**src/rtl/mram_bridge_pkg.sv**
```systemverilog
`default_nettype none

package mram_bridge_pkg;

    ////////////////////////////////////////////////////////////////////////////
    // Bus and memory widths
    ////////////////////////////////////////////////////////////////////////////

    // One byte on the I2C bus
    typedef logic [7:0] byte_t;

    // MRAM word address and word
    typedef logic [19:0] mram_addr_t;
    typedef logic [15:0] mram_data_t;

    // Burst length nibble of the third address byte
    typedef logic [3:0] burst_len_t;

    // Upper five bits of the header byte
    typedef logic [4:0] slave_addr_t;

    ////////////////////////////////////////////////////////////////////////////
    // Constants
    ////////////////////////////////////////////////////////////////////////////

    localparam slave_addr_t SLAVE_ADDR = 5'b11111;

    // Flip-flops per pin in the input synchronizer
    localparam int SYNC_STAGES = 3;

    ////////////////////////////////////////////////////////////////////////////
    // Controller FSM
    ////////////////////////////////////////////////////////////////////////////

    typedef enum logic [2:0] {
        IDLE,
        HEADER,
        ADDR,
        WR_DATA,
        RD_DATA,
        IGNORE
    } ctrl_state_t;

endpackage

`default_nettype wire

```
**src/rtl/i2c_line_monitor.sv**
```systemverilog
`default_nettype none

module i2c_line_monitor #(
    parameter int SYNC_STAGES = mram_bridge_pkg::SYNC_STAGES
) (
    input  wire  FPGA_clk,
    input  wire  FPGA_rst,
    input  wire  scl,
    input  wire  sda,
    output logic scl_rise,
    output logic scl_fall,
    output logic start_det,
    output logic stop_det,
    output logic sda_bit
);

    // Stage 0 takes the pin, the last stage is the oldest sample
    logic [SYNC_STAGES-1:0] scl_sync;
    logic [SYNC_STAGES-1:0] sda_sync;

    logic scl_now;
    logic scl_old;
    logic sda_now;
    logic sda_old;

    assign scl_now = scl_sync[SYNC_STAGES-2];
    assign scl_old = scl_sync[SYNC_STAGES-1];
    assign sda_now = sda_sync[SYNC_STAGES-2];
    assign sda_old = sda_sync[SYNC_STAGES-1];

    // Lines idle high, so the chain starts at all ones
    always_ff @(posedge FPGA_clk) begin
        if (FPGA_rst) begin
            scl_sync  <= '1;
            sda_sync  <= '1;
            scl_rise  <= 1'b0;
            scl_fall  <= 1'b0;
            start_det <= 1'b0;
            stop_det  <= 1'b0;
        end else begin
            scl_sync  <= {scl_sync[SYNC_STAGES-2:0], scl};
            sda_sync  <= {sda_sync[SYNC_STAGES-2:0], sda};
            scl_rise  <= scl_now && !scl_old;
            scl_fall  <= !scl_now && scl_old;
            // SDA moving while SCL stays high marks START or STOP
            start_det <= scl_now && scl_old && sda_old && !sda_now;
            stop_det  <= scl_now && scl_old && !sda_old && sda_now;
        end
    end

    // Lines up with the registered pulses above
    assign sda_bit = sda_old;

    a_start_stop_excl: assert property (
        @(posedge FPGA_clk) disable iff (FPGA_rst) !(start_det && stop_det)
    );

endmodule

`default_nettype wire

```
**src/rtl/i2c_byte_engine.sv**
```systemverilog
`default_nettype none

module i2c_byte_engine (
    input  wire                     FPGA_clk,
    input  wire                     FPGA_rst,
    input  wire                     scl_rise,
    input  wire                     scl_fall,
    input  wire                     start_det,
    input  wire                     sda_bit,
    input  wire                     bus_active,
    input  wire                     ack_byte,
    input  wire                     tx_mode,
    input  wire mram_bridge_pkg::byte_t tx_byte,
    output logic                    rx_valid,
    output mram_bridge_pkg::byte_t  rx_byte,
    output logic                    slot_end,
    output logic                    master_ack,
    output logic                    sda_pull
);

    // SCL rises seen so far in the nine-bit slot
    logic [3:0] bit_cnt;

    // Current byte goes out to the master
    logic byte_tx;

    // Set by the ninth rise, consumed by the following fall
    logic slot_pending;

    logic pull_q;

    mram_bridge_pkg::byte_t rx_shift;
    mram_bridge_pkg::byte_t tx_shift;

    ////////////////////////////////////////////////////////////////////////////
    // Slot counter and line drive
    ////////////////////////////////////////////////////////////////////////////

    always_ff @(posedge FPGA_clk) begin
        if (FPGA_rst) begin
            bit_cnt      <= '0;
            byte_tx      <= 1'b0;
            slot_pending <= 1'b0;
            pull_q       <= 1'b0;
            rx_valid     <= 1'b0;
            slot_end     <= 1'b0;
            master_ack   <= 1'b0;
        end else begin
            rx_valid <= 1'b0;
            slot_end <= 1'b0;
            if (start_det) begin
                bit_cnt      <= '0;
                byte_tx      <= 1'b0;
                slot_pending <= 1'b0;
                pull_q       <= 1'b0;
            end else begin
                if (scl_rise) begin
                    if (bit_cnt == 4'd8) begin
                        // Acknowledge bit
                        bit_cnt      <= '0;
                        slot_end     <= 1'b1;
                        slot_pending <= 1'b1;
                        master_ack   <= !sda_bit;
                    end else begin
                        bit_cnt  <= bit_cnt + 4'd1;
                        rx_valid <= (bit_cnt == 4'd7) && !byte_tx;
                    end
                end
                if (scl_fall) begin
                    slot_pending <= 1'b0;
                    if (bit_cnt == 4'd0) begin
                        // New byte starts, MSB goes out now when sending
                        byte_tx <= slot_pending && tx_mode;
                        pull_q  <= slot_pending && tx_mode && !tx_byte[7];
                    end else if (bit_cnt == 4'd8) begin
                        pull_q <= !byte_tx && ack_byte;
                    end else begin
                        pull_q <= byte_tx && !tx_shift[7];
                    end
                end
            end
        end
    end

    ////////////////////////////////////////////////////////////////////////////
    // Shift registers
    ////////////////////////////////////////////////////////////////////////////

    always_ff @(posedge FPGA_clk) begin
        if (scl_rise && (bit_cnt < 4'd8)) begin
            rx_shift <= {rx_shift[6:0], sda_bit};
        end
        if (scl_fall) begin
            if (bit_cnt == 4'd0) begin
                tx_shift <= {tx_byte[6:0], 1'b0};
            end else begin
                tx_shift <= {tx_shift[6:0], 1'b0};
            end
        end
    end

    assign rx_byte = rx_shift;

    // Released as soon as the controller drops the bus
    assign sda_pull = pull_q && bus_active;

    a_pull_stable_on_rise: assert property (
        @(posedge FPGA_clk) disable iff (FPGA_rst) scl_rise |-> $stable(sda_pull)
    );

    a_pull_needs_bus: assert property (
        @(posedge FPGA_clk) disable iff (FPGA_rst) !bus_active |-> !pull_q
    );

endmodule

`default_nettype wire

```
**src/rtl/mram_transaction_ctrl.sv**
```systemverilog
`default_nettype none

module mram_transaction_ctrl (
    input  wire                         FPGA_clk,
    input  wire                         FPGA_rst,
    input  wire                         start_det,
    input  wire                         stop_det,
    input  wire                         rx_valid,
    input  wire mram_bridge_pkg::byte_t rx_byte,
    input  wire                         slot_end,
    input  wire                         master_ack,
    input  wire mram_bridge_pkg::mram_data_t mram_rdata,
    output logic                        ack_byte,
    output logic                        tx_mode,
    output mram_bridge_pkg::byte_t      tx_byte,
    output logic                        bus_active,
    output mram_bridge_pkg::mram_addr_t mram_addr,
    output mram_bridge_pkg::mram_data_t mram_wdata,
    output logic                        mram_ce_n,
    output logic                        mram_oe_n,
    output logic                        mram_we_n,
    output logic                        mram_lb_n,
    output logic                        mram_ub_n
);

    mram_bridge_pkg::ctrl_state_t state;

    logic [1:0] addr_cnt;
    logic       sel_ub;
    logic       sel_lb;
    logic       sel_wr;
    logic       hi_half;
    logic       last_word;
    logic       wr_pend;

    mram_bridge_pkg::mram_addr_t base_addr;
    mram_bridge_pkg::burst_len_t burst_len;
    mram_bridge_pkg::burst_len_t word_cnt;
    mram_bridge_pkg::burst_len_t last_idx;
    mram_bridge_pkg::mram_data_t rd_word;

    // Burst of zero still moves one word
    assign last_idx = (burst_len == '0) ? '0 : burst_len - 4'd1;

    assign mram_addr = base_addr + mram_bridge_pkg::mram_addr_t'(word_cnt);
    assign tx_byte   = hi_half ? rd_word[15:8] : rd_word[7:0];

    assign mram_ce_n = mram_we_n && mram_oe_n;
    assign mram_lb_n = mram_ce_n || !sel_lb;
    assign mram_ub_n = mram_ce_n || !sel_ub;

    ////////////////////////////////////////////////////////////////////////////
    // Transaction FSM
    ////////////////////////////////////////////////////////////////////////////

    always_ff @(posedge FPGA_clk) begin
        if (FPGA_rst) begin
            state      <= mram_bridge_pkg::IDLE;
            addr_cnt   <= '0;
            word_cnt   <= '0;
            hi_half    <= 1'b0;
            last_word  <= 1'b0;
            wr_pend    <= 1'b0;
            ack_byte   <= 1'b0;
            tx_mode    <= 1'b0;
            bus_active <= 1'b0;
            mram_oe_n  <= 1'b1;
            mram_we_n  <= 1'b1;
        end else begin
            // Write strobe lands two cycles after the high byte slot ends
            mram_we_n <= !wr_pend;
            wr_pend   <= 1'b0;
            if (!mram_we_n) begin
                word_cnt <= word_cnt + 4'd1;
            end
            if (stop_det || start_det) begin
                state      <= start_det ? mram_bridge_pkg::HEADER : mram_bridge_pkg::IDLE;
                bus_active <= start_det;
                ack_byte   <= 1'b0;
                tx_mode    <= 1'b0;
                hi_half    <= 1'b0;
                mram_oe_n  <= 1'b1;
            end else begin
                if (slot_end) begin
                    ack_byte <= 1'b0;
                end
                case (state)
                    mram_bridge_pkg::HEADER: begin
                        if (rx_valid && (rx_byte[7:3] == mram_bridge_pkg::SLAVE_ADDR)) begin
                            {sel_ub, sel_lb, sel_wr} <= rx_byte[2:0];
                            ack_byte <= 1'b1;
                            addr_cnt <= '0;
                            word_cnt <= '0;
                            state    <= mram_bridge_pkg::ADDR;
                        end else if (rx_valid) begin
                            bus_active <= 1'b0;
                            state      <= mram_bridge_pkg::IGNORE;
                        end
                    end
                    mram_bridge_pkg::ADDR: begin
                        if (rx_valid) begin
                            ack_byte <= 1'b1;
                            addr_cnt <= addr_cnt + 2'd1;
                            case (addr_cnt)
                                2'd0: base_addr[7:0]  <= rx_byte;
                                2'd1: base_addr[15:8] <= rx_byte;
                                default: begin
                                    burst_len        <= rx_byte[7:4];
                                    base_addr[19:16] <= rx_byte[3:0];
                                end
                            endcase
                        end
                        if (slot_end && (addr_cnt == 2'd3)) begin
                            if (sel_wr) begin
                                state <= mram_bridge_pkg::WR_DATA;
                            end else begin
                                state     <= mram_bridge_pkg::RD_DATA;
                                mram_oe_n <= 1'b0;
                                tx_mode   <= 1'b1;
                                rd_word   <= mram_rdata;
                            end
                        end
                    end
                    mram_bridge_pkg::WR_DATA: begin
                        if (rx_valid) begin
                            ack_byte <= 1'b1;
                            if (hi_half) begin
                                mram_wdata[15:8] <= rx_byte;
                            end else begin
                                mram_wdata[7:0] <= rx_byte;
                            end
                        end
                        if (slot_end) begin
                            hi_half <= !hi_half;
                            if (hi_half) begin
                                wr_pend <= ack_byte;
                                if (word_cnt == last_idx) begin
                                    state <= mram_bridge_pkg::IDLE;
                                end
                            end
                        end
                    end
                    mram_bridge_pkg::RD_DATA: begin
                        if (slot_end) begin
                            if (!master_ack || (hi_half && last_word)) begin
                                state     <= mram_bridge_pkg::IDLE;
                                tx_mode   <= 1'b0;
                                mram_oe_n <= 1'b1;
                            end else if (!hi_half) begin
                                // Word is held in rd_word, so the address may move on
                                hi_half   <= 1'b1;
                                last_word <= (word_cnt == last_idx);
                                if (word_cnt != last_idx) begin
                                    word_cnt <= word_cnt + 4'd1;
                                end
                            end else begin
                                hi_half <= 1'b0;
                                rd_word <= mram_rdata;
                            end
                        end
                    end
                    default: begin
                        // IDLE and IGNORE wait for START
                    end
                endcase
            end
        end
    end

    a_we_oe_excl: assert property (
        @(posedge FPGA_clk) disable iff (FPGA_rst) !(!mram_we_n && !mram_oe_n)
    );

    a_we_single_cycle: assert property (
        @(posedge FPGA_clk) disable iff (FPGA_rst) !mram_we_n |=> mram_we_n
    );

endmodule

`default_nettype wire

```
**src/rtl/i2c_mram_bridge.sv**
```systemverilog
`default_nettype none

module i2c_mram_bridge #(
    parameter int SYNC_STAGES = mram_bridge_pkg::SYNC_STAGES
) (
    input  wire                              FPGA_clk,
    input  wire                              FPGA_rst,
    input  wire                              scl,
    input  wire                              sda,
    output wire                              sda_pull,
    output wire mram_bridge_pkg::mram_addr_t mram_addr,
    output wire mram_bridge_pkg::mram_data_t mram_wdata,
    input  wire mram_bridge_pkg::mram_data_t mram_rdata,
    output wire                              mram_ce_n,
    output wire                              mram_oe_n,
    output wire                              mram_we_n,
    output wire                              mram_lb_n,
    output wire                              mram_ub_n
);

    ////////////////////////////////////////////////////////////////////////////
    // Bus events
    ////////////////////////////////////////////////////////////////////////////

    logic scl_rise;
    logic scl_fall;
    logic start_det;
    logic stop_det;
    logic sda_bit;

    i2c_line_monitor #(
        .SYNC_STAGES (SYNC_STAGES)
    ) i_line_monitor (
        .FPGA_clk  (FPGA_clk),
        .FPGA_rst  (FPGA_rst),
        .scl       (scl),
        .sda       (sda),
        .scl_rise  (scl_rise),
        .scl_fall  (scl_fall),
        .start_det (start_det),
        .stop_det  (stop_det),
        .sda_bit   (sda_bit)
    );

    ////////////////////////////////////////////////////////////////////////////
    // Byte level and transaction level
    ////////////////////////////////////////////////////////////////////////////

    logic                   rx_valid;
    mram_bridge_pkg::byte_t rx_byte;
    logic                   slot_end;
    logic                   master_ack;
    logic                   ack_byte;
    logic                   tx_mode;
    mram_bridge_pkg::byte_t tx_byte;
    logic                   bus_active;

    i2c_byte_engine i_byte_engine (
        .FPGA_clk   (FPGA_clk),
        .FPGA_rst   (FPGA_rst),
        .scl_rise   (scl_rise),
        .scl_fall   (scl_fall),
        .start_det  (start_det),
        .sda_bit    (sda_bit),
        .bus_active (bus_active),
        .ack_byte   (ack_byte),
        .tx_mode    (tx_mode),
        .tx_byte    (tx_byte),
        .rx_valid   (rx_valid),
        .rx_byte    (rx_byte),
        .slot_end   (slot_end),
        .master_ack (master_ack),
        .sda_pull   (sda_pull)
    );

    mram_transaction_ctrl i_transaction_ctrl (
        .FPGA_clk   (FPGA_clk),
        .FPGA_rst   (FPGA_rst),
        .start_det  (start_det),
        .stop_det   (stop_det),
        .rx_valid   (rx_valid),
        .rx_byte    (rx_byte),
        .slot_end   (slot_end),
        .master_ack (master_ack),
        .mram_rdata (mram_rdata),
        .ack_byte   (ack_byte),
        .tx_mode    (tx_mode),
        .tx_byte    (tx_byte),
        .bus_active (bus_active),
        .mram_addr  (mram_addr),
        .mram_wdata (mram_wdata),
        .mram_ce_n  (mram_ce_n),
        .mram_oe_n  (mram_oe_n),
        .mram_we_n  (mram_we_n),
        .mram_lb_n  (mram_lb_n),
        .mram_ub_n  (mram_ub_n)
    );

endmodule

`default_nettype wire

```
**config.mk**
```make
export PLATFORM = sky130hd
export DESIGN_NAME = i2c_mram_bridge
export DESIGN_NICKNAME = d
export VERILOG_FILES = /design/src/rtl/mram_bridge_pkg.sv /design/src/rtl/i2c_line_monitor.sv /design/src/rtl/i2c_byte_engine.sv /design/src/rtl/mram_transaction_ctrl.sv /design/src/rtl/i2c_mram_bridge.sv
export SDC_FILE = /design/constraint.sdc
export NUM_CORES = 1
export LEC_CHECK = 0
export BUFFER_PORTS_ARGS = -buffer_cell sky130_fd_sc_hd__buf_4
export CAP_MARGIN = 20
export CORE_ASPECT_RATIO = 1.25
export CORE_MARGIN = 4
export CORE_UTILIZATION = 45
export CTS_BUF_LIST = sky130_fd_sc_hd__clkbuf_4 sky130_fd_sc_hd__clkbuf_8
export DETAILED_ROUTE_END_ITERATION = 7
export PLACE_DENSITY = 0.7
export SLEW_MARGIN = 15
export SYNTH_ARGS = -nofsm -noshare
export SYNTH_HDL_FRONTEND = slang
export SYNTH_HIERARCHICAL = 1
export SYNTH_SLANG_ARGS = --single-unit
```
**constraint.sdc**
```tcl
create_clock -name FPGA_clk -period 3.8 [get_ports FPGA_clk]
set_input_delay 0.76 -clock FPGA_clk [delete_from_list [all_inputs] [get_ports FPGA_clk]]
set_output_delay 0.76 -clock FPGA_clk [all_outputs]
set_load 0.01 [all_outputs]
```
==> results of run 1 <==
==> how the worst max path moves through the flow <==
stage	depth (start not counted)	endpoint	from
after detailed placement	10	mram_addr[18]	i_transaction_ctrl/word_cnt[0]
final	10	mram_addr[8]	i_transaction_ctrl/word_cnt[0]
after global routing	10	mram_addr[10]	i_transaction_ctrl/word_cnt[0]
after floorplan	3	i_transaction_ctrl/rd_word[0]	FPGA_rst
after CTS	10	mram_addr[18]	i_transaction_ctrl/word_cnt[0]
after global placement	10	mram_addr[10]	i_transaction_ctrl/word_cnt[0]
==> synth_stat cells, types with 6 or more instances <==
library cell   n
a21oi_1       12
and2_1         7
clkbuf_1       7
dfxtp_1       37
edfxtp_1      74
ha_1          11
inv_1         21
mux2_2         8
mux2_4         6
mux2i_1        6
nand2_1       28
nand2b_1       7
nand3_1        9
nand3b_1       8
nand4_1        8
nor2_1        34
nor3_1        10
xnor2_1       15
xor2_1        10
==> cell families (layout without fill, tap and decap cells) <==
| group | after synthesis | count (layout) | synth area share |
|---|---|---|---|
| AND/OR/NAND/NOR | 152 | 152 | 0.173 |
| flip-flops | 111 | 111 | 0.595 |
| multiplexers | 20 | 20 | 0.0483 |
| adder cells (fa/ha/maj) | 12 | 12 | 0.0317 |
| AO/OA/AOI/OAI | 52 | 52 | 0.0792 |
| buffers and inverters | 32 | 100 | 0.0279 |
| XOR/XNOR | 25 | 25 | 0.0440 |
==> state kept, by name, summed over array words and instances, names as in the netlist, 2 cells and up <==
name and count:
i_transaction_ctrl/burst_len 4, i_transaction_ctrl/rd_word 16, i_transaction_ctrl/addr_cnt 2, i_transaction_ctrl/state 3, i_transaction_ctrl/mram_wdata 16, i_byte_engine/bit_cnt 4, i_line_monitor/sda_sync 3, i_transaction_ctrl/word_cnt 4
i_line_monitor/scl_sync 3, i_byte_engine/tx_shift 7, i_transaction_ctrl/base_addr 20, i_byte_engine/rx_byte 8
==> final cells by class <==
class	count	area, sq um	share of cell area
flip-flops and latches	111	2960	0.512
clock buffers	9	124	0.0214
inverters	21	78.8	0.0136
well taps	132	165	0.0285
repair buffers	63	473	0.0817
clock inverters	7	105	0.0182
multi-input cells	261	1880	0.325
==> stage by stage <==
stage / cells / power, mW / utilization / hold slack, ns / setup WS [ns]
global route: 604 / 2.42 / 0.540 / 0.410 / 0.325
global placement: 588 / 1.55 / 0.519 / 0.365 / 0.969
finish: 604 / 2.31 / 0.540 / 0.385 / 0.508
detailed placement: 588 / 1.56 / 0.519 / 0.361 / 0.903
CTS: 604 / 2.33 / 0.540 / 0.388 / 0.464
floorplan: 404 / 1.49 / - / 0.356 / 0.482
==> power by group <==
part           internal (mW)  switching [mW]  leakage, nW
registers               1.30          0.0408        0.965
clock network          0.334           0.441        0.115
logic                 0.0882           0.107         1.07
==> critical path, stage by stage (launching register included) <==
cell and delay (ns):
dfxtp_1 0.46, ha_1 0.21, inv_1 0.05, fa_1 0.40
inv_1 0.07, a21oi_1 0.06, o21bai_1 0.26, and3_1 0.26
nand3_1 0.10, xnor2_1 0.14, buf_4 0.14
==> metal layers <==
metal | wire, um | GRT usage
met5 | 0 | 0
met1 | 3860 | 0.194
met2 | 5010 | 0.267
met4 | 181 | 0.0625
met3 | 356 | 0.0301
==> results.ini, run 1 <==
[detailed_routing]
drc = 0
dr.pass1.iters = 5
drtAntennaViolNets = 0
viasPerCell = 5.36
wl_um = 9400
vias = 3239
first_iter_violations = 218
wl_per_cell_um = 15.6

[worst_hold_path]
min_from = i_transaction_ctrl/wr_pend
holdPathEnd = i_transaction_ctrl/mram_we_n
min_path_cells = 1
hold_class = reg -> reg

[setup_path]
critical_path.max_fanout = 6
required_ns = 3.04
r2r_cells = 4
reg2reg_slack_ns = 1.54
endpoint_kind = primary output
crit_type = reg -> out
r2r_end = i_transaction_ctrl/mram_wdata[1]
startpoint_type = flip-flop
worstPathArrival_ns = 2.53
r2r_start = i_line_monitor/start_det

[cts]
cts-hold-fix-buffers = 0
clkTransAtPathRegs_ns = 0.11
clock-sinks = 111
htreeDepth = 3
clk_latency_ns = 0.38
cts_buffer_depth = 2
cts_root_buffer = clkbuf_8
cts_resized = 0
cts_setup_buffers = 0
cts_tree = done
cts_buffers = 9

[cells_and_area]
layout_common_cells = 74 x edfxtp_1, 63 x buf_4, 37 x dfxtp_1
layout_commonest_cell = edfxtp_1
final_area_sq_um = 5790
nFillCells = 922
antenna_cells = 0
drive_above_1_share = 0.242
finalNetCount = 499
syn2layout_area_growth_pct = 16.3

[die]
die_h_um = 126
fp-row-count = 42
fp.dieArea_sq_um = 12800
io_pins = 62
die_x_um = 102
start_util = 0.464
core_sq_um = 10700

[synth]
synth_seq_cells = 111
synth_cell_types = 64
avgSynthCellArea_sq_um = 12.3
syn_area_sq_um = 4980
yosys_warnings = 6
synth_top_area_cell = edfxtp_1
yosysSeqAreaShare = 0.595
ys_top_cells_by_area = edfxtp_1 45%, dfxtp_1 15%, ha_1 2.8%, xnor2_1 2.6%, nor2_1 2.6%
synth_top_area_frac = 0.447
ys.flop_type = edfxtp_1
synth_cells = 404
async_flop_share = 0
synth_edf_count = 74
syn-num-nets = 436

[run_status]
status = completed

[sta]
hold_viol_final = 0
fin_crit_sh = 0.866
slew_viol_final = 0
worst_pin_slew_ns = 0.778
rsz0062_at_grt = false
relSlewSlack = 0.480
setup_violations = 0
min_period_ns = 3.29
skew_ns = 0.0144
fmax_mhz = 304
fin_setup_tns_ns = 0

[placement]
port-buffer-count = 61
dpl-instance-area_sq_um = 5560
dpl.hpwl_um = 6830
finalWeightedCongestion = 0.879

[power]
leakage_nw = 2.15
ir_drop_mv = 0.305
powerDensity_nw_per_um2 = 399

[grt]
grt_usage = 0.157
antenna_found_initial = 0
gr-total-overflow = 0
grt_pass1_wl_um = 15800
grt_max_degree = 27
grt_pass1_vias = 3183

[job]
max-cap-violations = 0

Power figures use the tool's default switching activity.
==> run 2, diff against run 1 <==
REMOVE_ABC_BUFFERS = 1   (was not set)
==> run 2 against run 1 <==
  * Setup slack got worse by 0.011 ns
  * Die area unchanged
  * Combinational power about the same
  * Critical path depth unchanged
  * Core utilization decreased by 0.47 points
  * Hold slack improved by 0.0048 ns
==> results.ini, run 2 (same netlist as run 1, synthesis figures left out) <==
[die]
io_pins = 62  ; unchanged
start_util = 0.464  ; unchanged
die_h_um = 126  ; unchanged
core_sq_um = 10700  ; unchanged
fp-row-count = 42  ; unchanged
fp.dieArea_sq_um = 12800  ; unchanged
die_x_um = 102  ; unchanged

[setup_path]
cp.depth = 10  ; unchanged
required_ns = 3.04  ; about the same
r2r_start = i_line_monitor/start_det
path_delay_family = adder cells
critical_path.max_fanout = 6  ; unchanged
r2r_cells = 4  ; unchanged
reg2reg_slack_ns = 1.53  ; about the same
cp_num_buf_inv = 3  ; unchanged
crit_path_end = mram_addr[16]
endpoint_kind = primary output
crit_type = reg -> out
startpoint = i_transaction_ctrl/word_cnt[0]
startpoint_type = flip-flop
critPathSlowestCell = dfxtp_1
critPathMaxStageDelay_ns = 0.45  ; about the same
worstPathArrival_ns = 2.54  ; about the same
crit_chain = ha_1, inv_1, fa_1, inv_1, a21oi_1, o21bai_1, nand2_1, nor2_1, xnor2_1, buf_4
r2r_end = i_transaction_ctrl/mram_wdata[0]
crit_path_frequent_cell = inv_1

[detailed_routing]
drc = 0  ; unchanged
wl_met1_um = 4030  ; +4.5%
wl_per_cell_um = 15.7  ; +0.98%
route.met2.wl_um = 4880  ; -2.5%
vias = 3249  ; +0.31%
first_iter_violations = 244  ; +12%
wl_um = 9490  ; +0.98%
viasPerCell = 5.38  ; +0.31%
dr.pass1.iters = 5  ; unchanged
maxUsedRoutingLayer = met4
route.met3.wl_um = 452  ; +27%
drtAntennaViolNets = 0  ; unchanged

[run_status]
status = completed

[grt]
grt_usage = 0.155  ; -0.00223
antenna_found_initial = 0  ; unchanged
grt_pass1_wl_um = 15700  ; -0.48%
grt_max_degree = 27  ; unchanged
grt_pass1_vias = 3122  ; -1.9%
gr-total-overflow = 0  ; unchanged

[cells_and_area]
layout_common_cells = 74 x edfxtp_1, 63 x buf_4, 37 x dfxtp_1
layout_commonest_cell = edfxtp_1
multi_input_area_sq_um = 1880  ; unchanged
syn2layout_area_growth_pct = 15.3
top_regs = i_transaction_ctrl/base_addr: 20 flops, i_transaction_ctrl/mram_wdata: 16 flops, i_transaction_ctrl/rd_word: 16 flops
top_register = i_transaction_ctrl/base_addr
largest_reg_flops = 20  ; unchanged
drive_above_1_share = 0.239  ; -0.00212
nFillCells = 924  ; +0.22%
finalNetCount = 499  ; unchanged
register_area_sq_um = 2960  ; unchanged
antenna_cells = 0  ; unchanged

[cts]
htreeDepth = 3  ; unchanged
clock-sinks = 111  ; unchanged
cts_root_buffer = clkbuf_8
cts_resized = 0  ; unchanged
cts_buffers = 9  ; unchanged
cts_buffer_depth = 2  ; unchanged
cts_setup_buffers = 0  ; unchanged
cts_tree = done
cts-hold-fix-buffers = 0  ; unchanged
clk_latency_ns = 0.37  ; about the same
clkTransAtPathRegs_ns = 0.10  ; about the same

[sta]
relSlewSlack = 0.446  ; -0.0343
fin_crit_sh = 0.869  ; +0.00301
fmax_mhz = 303  ; -0.35%
rsz0062_at_grt = false
slew_viol_final = 0  ; unchanged
setup_violations = 0  ; unchanged
min_period_ns = 3.30  ; +0.0114 ns
skew_ns = 0.0130  ; -0.00136 ns
fin_setup_tns_ns = 0  ; unchanged
worst_pin_slew_ns = 0.824  ; +0.0455 ns
hold_viol_final = 0  ; unchanged
hold_slack_ns = 0.390  ; +0.00477 ns

[power]
ir_drop_mv = 0.303  ; -0.81%
powerDensity_nw_per_um2 = 380  ; -4.6%
leakage_nw = 2.12  ; -1.2%

[placement]
finalWeightedCongestion = 0.842  ; -4.2%
dpl.hpwl_um = 6720  ; -1.7%
port-buffer-count = 61  ; unchanged

[job]
max-cap-violations = 0  ; unchanged

[worst_hold_path]
hold_class = reg -> reg

-- run 2: changes by cell type in the layout (fill, tap and decap cells not counted), sizes merged --
cell	before	now
inv	25	23
clkbuf	9	11
clkinvlp	0	1
bufinv	1	0
-- run 2: cell type report --
cell class              instances  area share
well taps                     132      0.0288
inverters                      21      0.0137
clock buffers                  11      0.0242
repair buffers                 63      0.0824
multi-input cells             261       0.328
flip-flops and latches        111       0.516
clock inverters                 5     0.00698
-- run 2: worst min-delay path by stage --
stage | cells past startpoint | end | startpoint | slack (ns)
final | 1 | i_transaction_ctrl/mram_we_n | i_transaction_ctrl/wr_pend | 0.39
after global routing | 1 | i_transaction_ctrl/mram_we_n | i_transaction_ctrl/wr_pend | 0.40
after CTS | 1 | i_transaction_ctrl/mram_we_n | i_transaction_ctrl/wr_pend | 0.39
after detailed placement | 1 | i_transaction_ctrl/mram_we_n | i_transaction_ctrl/wr_pend | 0.36
after global placement | 1 | i_transaction_ctrl/mram_we_n | i_transaction_ctrl/wr_pend | 0.36
after floorplan | 1 | i_transaction_ctrl/mram_we_n | i_transaction_ctrl/wr_pend | 0.36
-- run 2: layer usage --
layer / vias up / GRT usage
met4: 0 / 0.0494
li1: 1583 / -
met1: 1559 / 0.202
met2: 93 / 0.261
met3: 14 / 0.0256
met5: - / 0
-- run 2: per-stage QoR --
step                area, sq um  std cells  setup WS (ns)  power [mW]  utilization
global placement           5560        588          0.976        1.56        0.519
global route               5740        604          0.266        2.28        0.535
finish                     5740        604          0.496        2.18        0.535
CTS                        5740        604          0.470        2.20        0.535
detailed placement         5560        588          0.887        1.56        0.519
floorplan                  4920        393          0.525        1.48            -
-- run 2: power by group --
group	leakage (nW)	total (mW)	internal, mW	switching (mW)
Combinational	1.07	0.194	0.0882	0.106
Clock	0.0903	0.648	0.260	0.388
Sequential	0.965	1.34	1.30	0.0424
Total	2.12	2.18	1.65	0.536
-- run 2: worst reg2reg max path, delay by kind of cell, from the launching register on --
kind | cells | cell delay [ns]
AND/OR/NAND/NOR | 4 | 1.43
flip-flops | 1 | 0.50
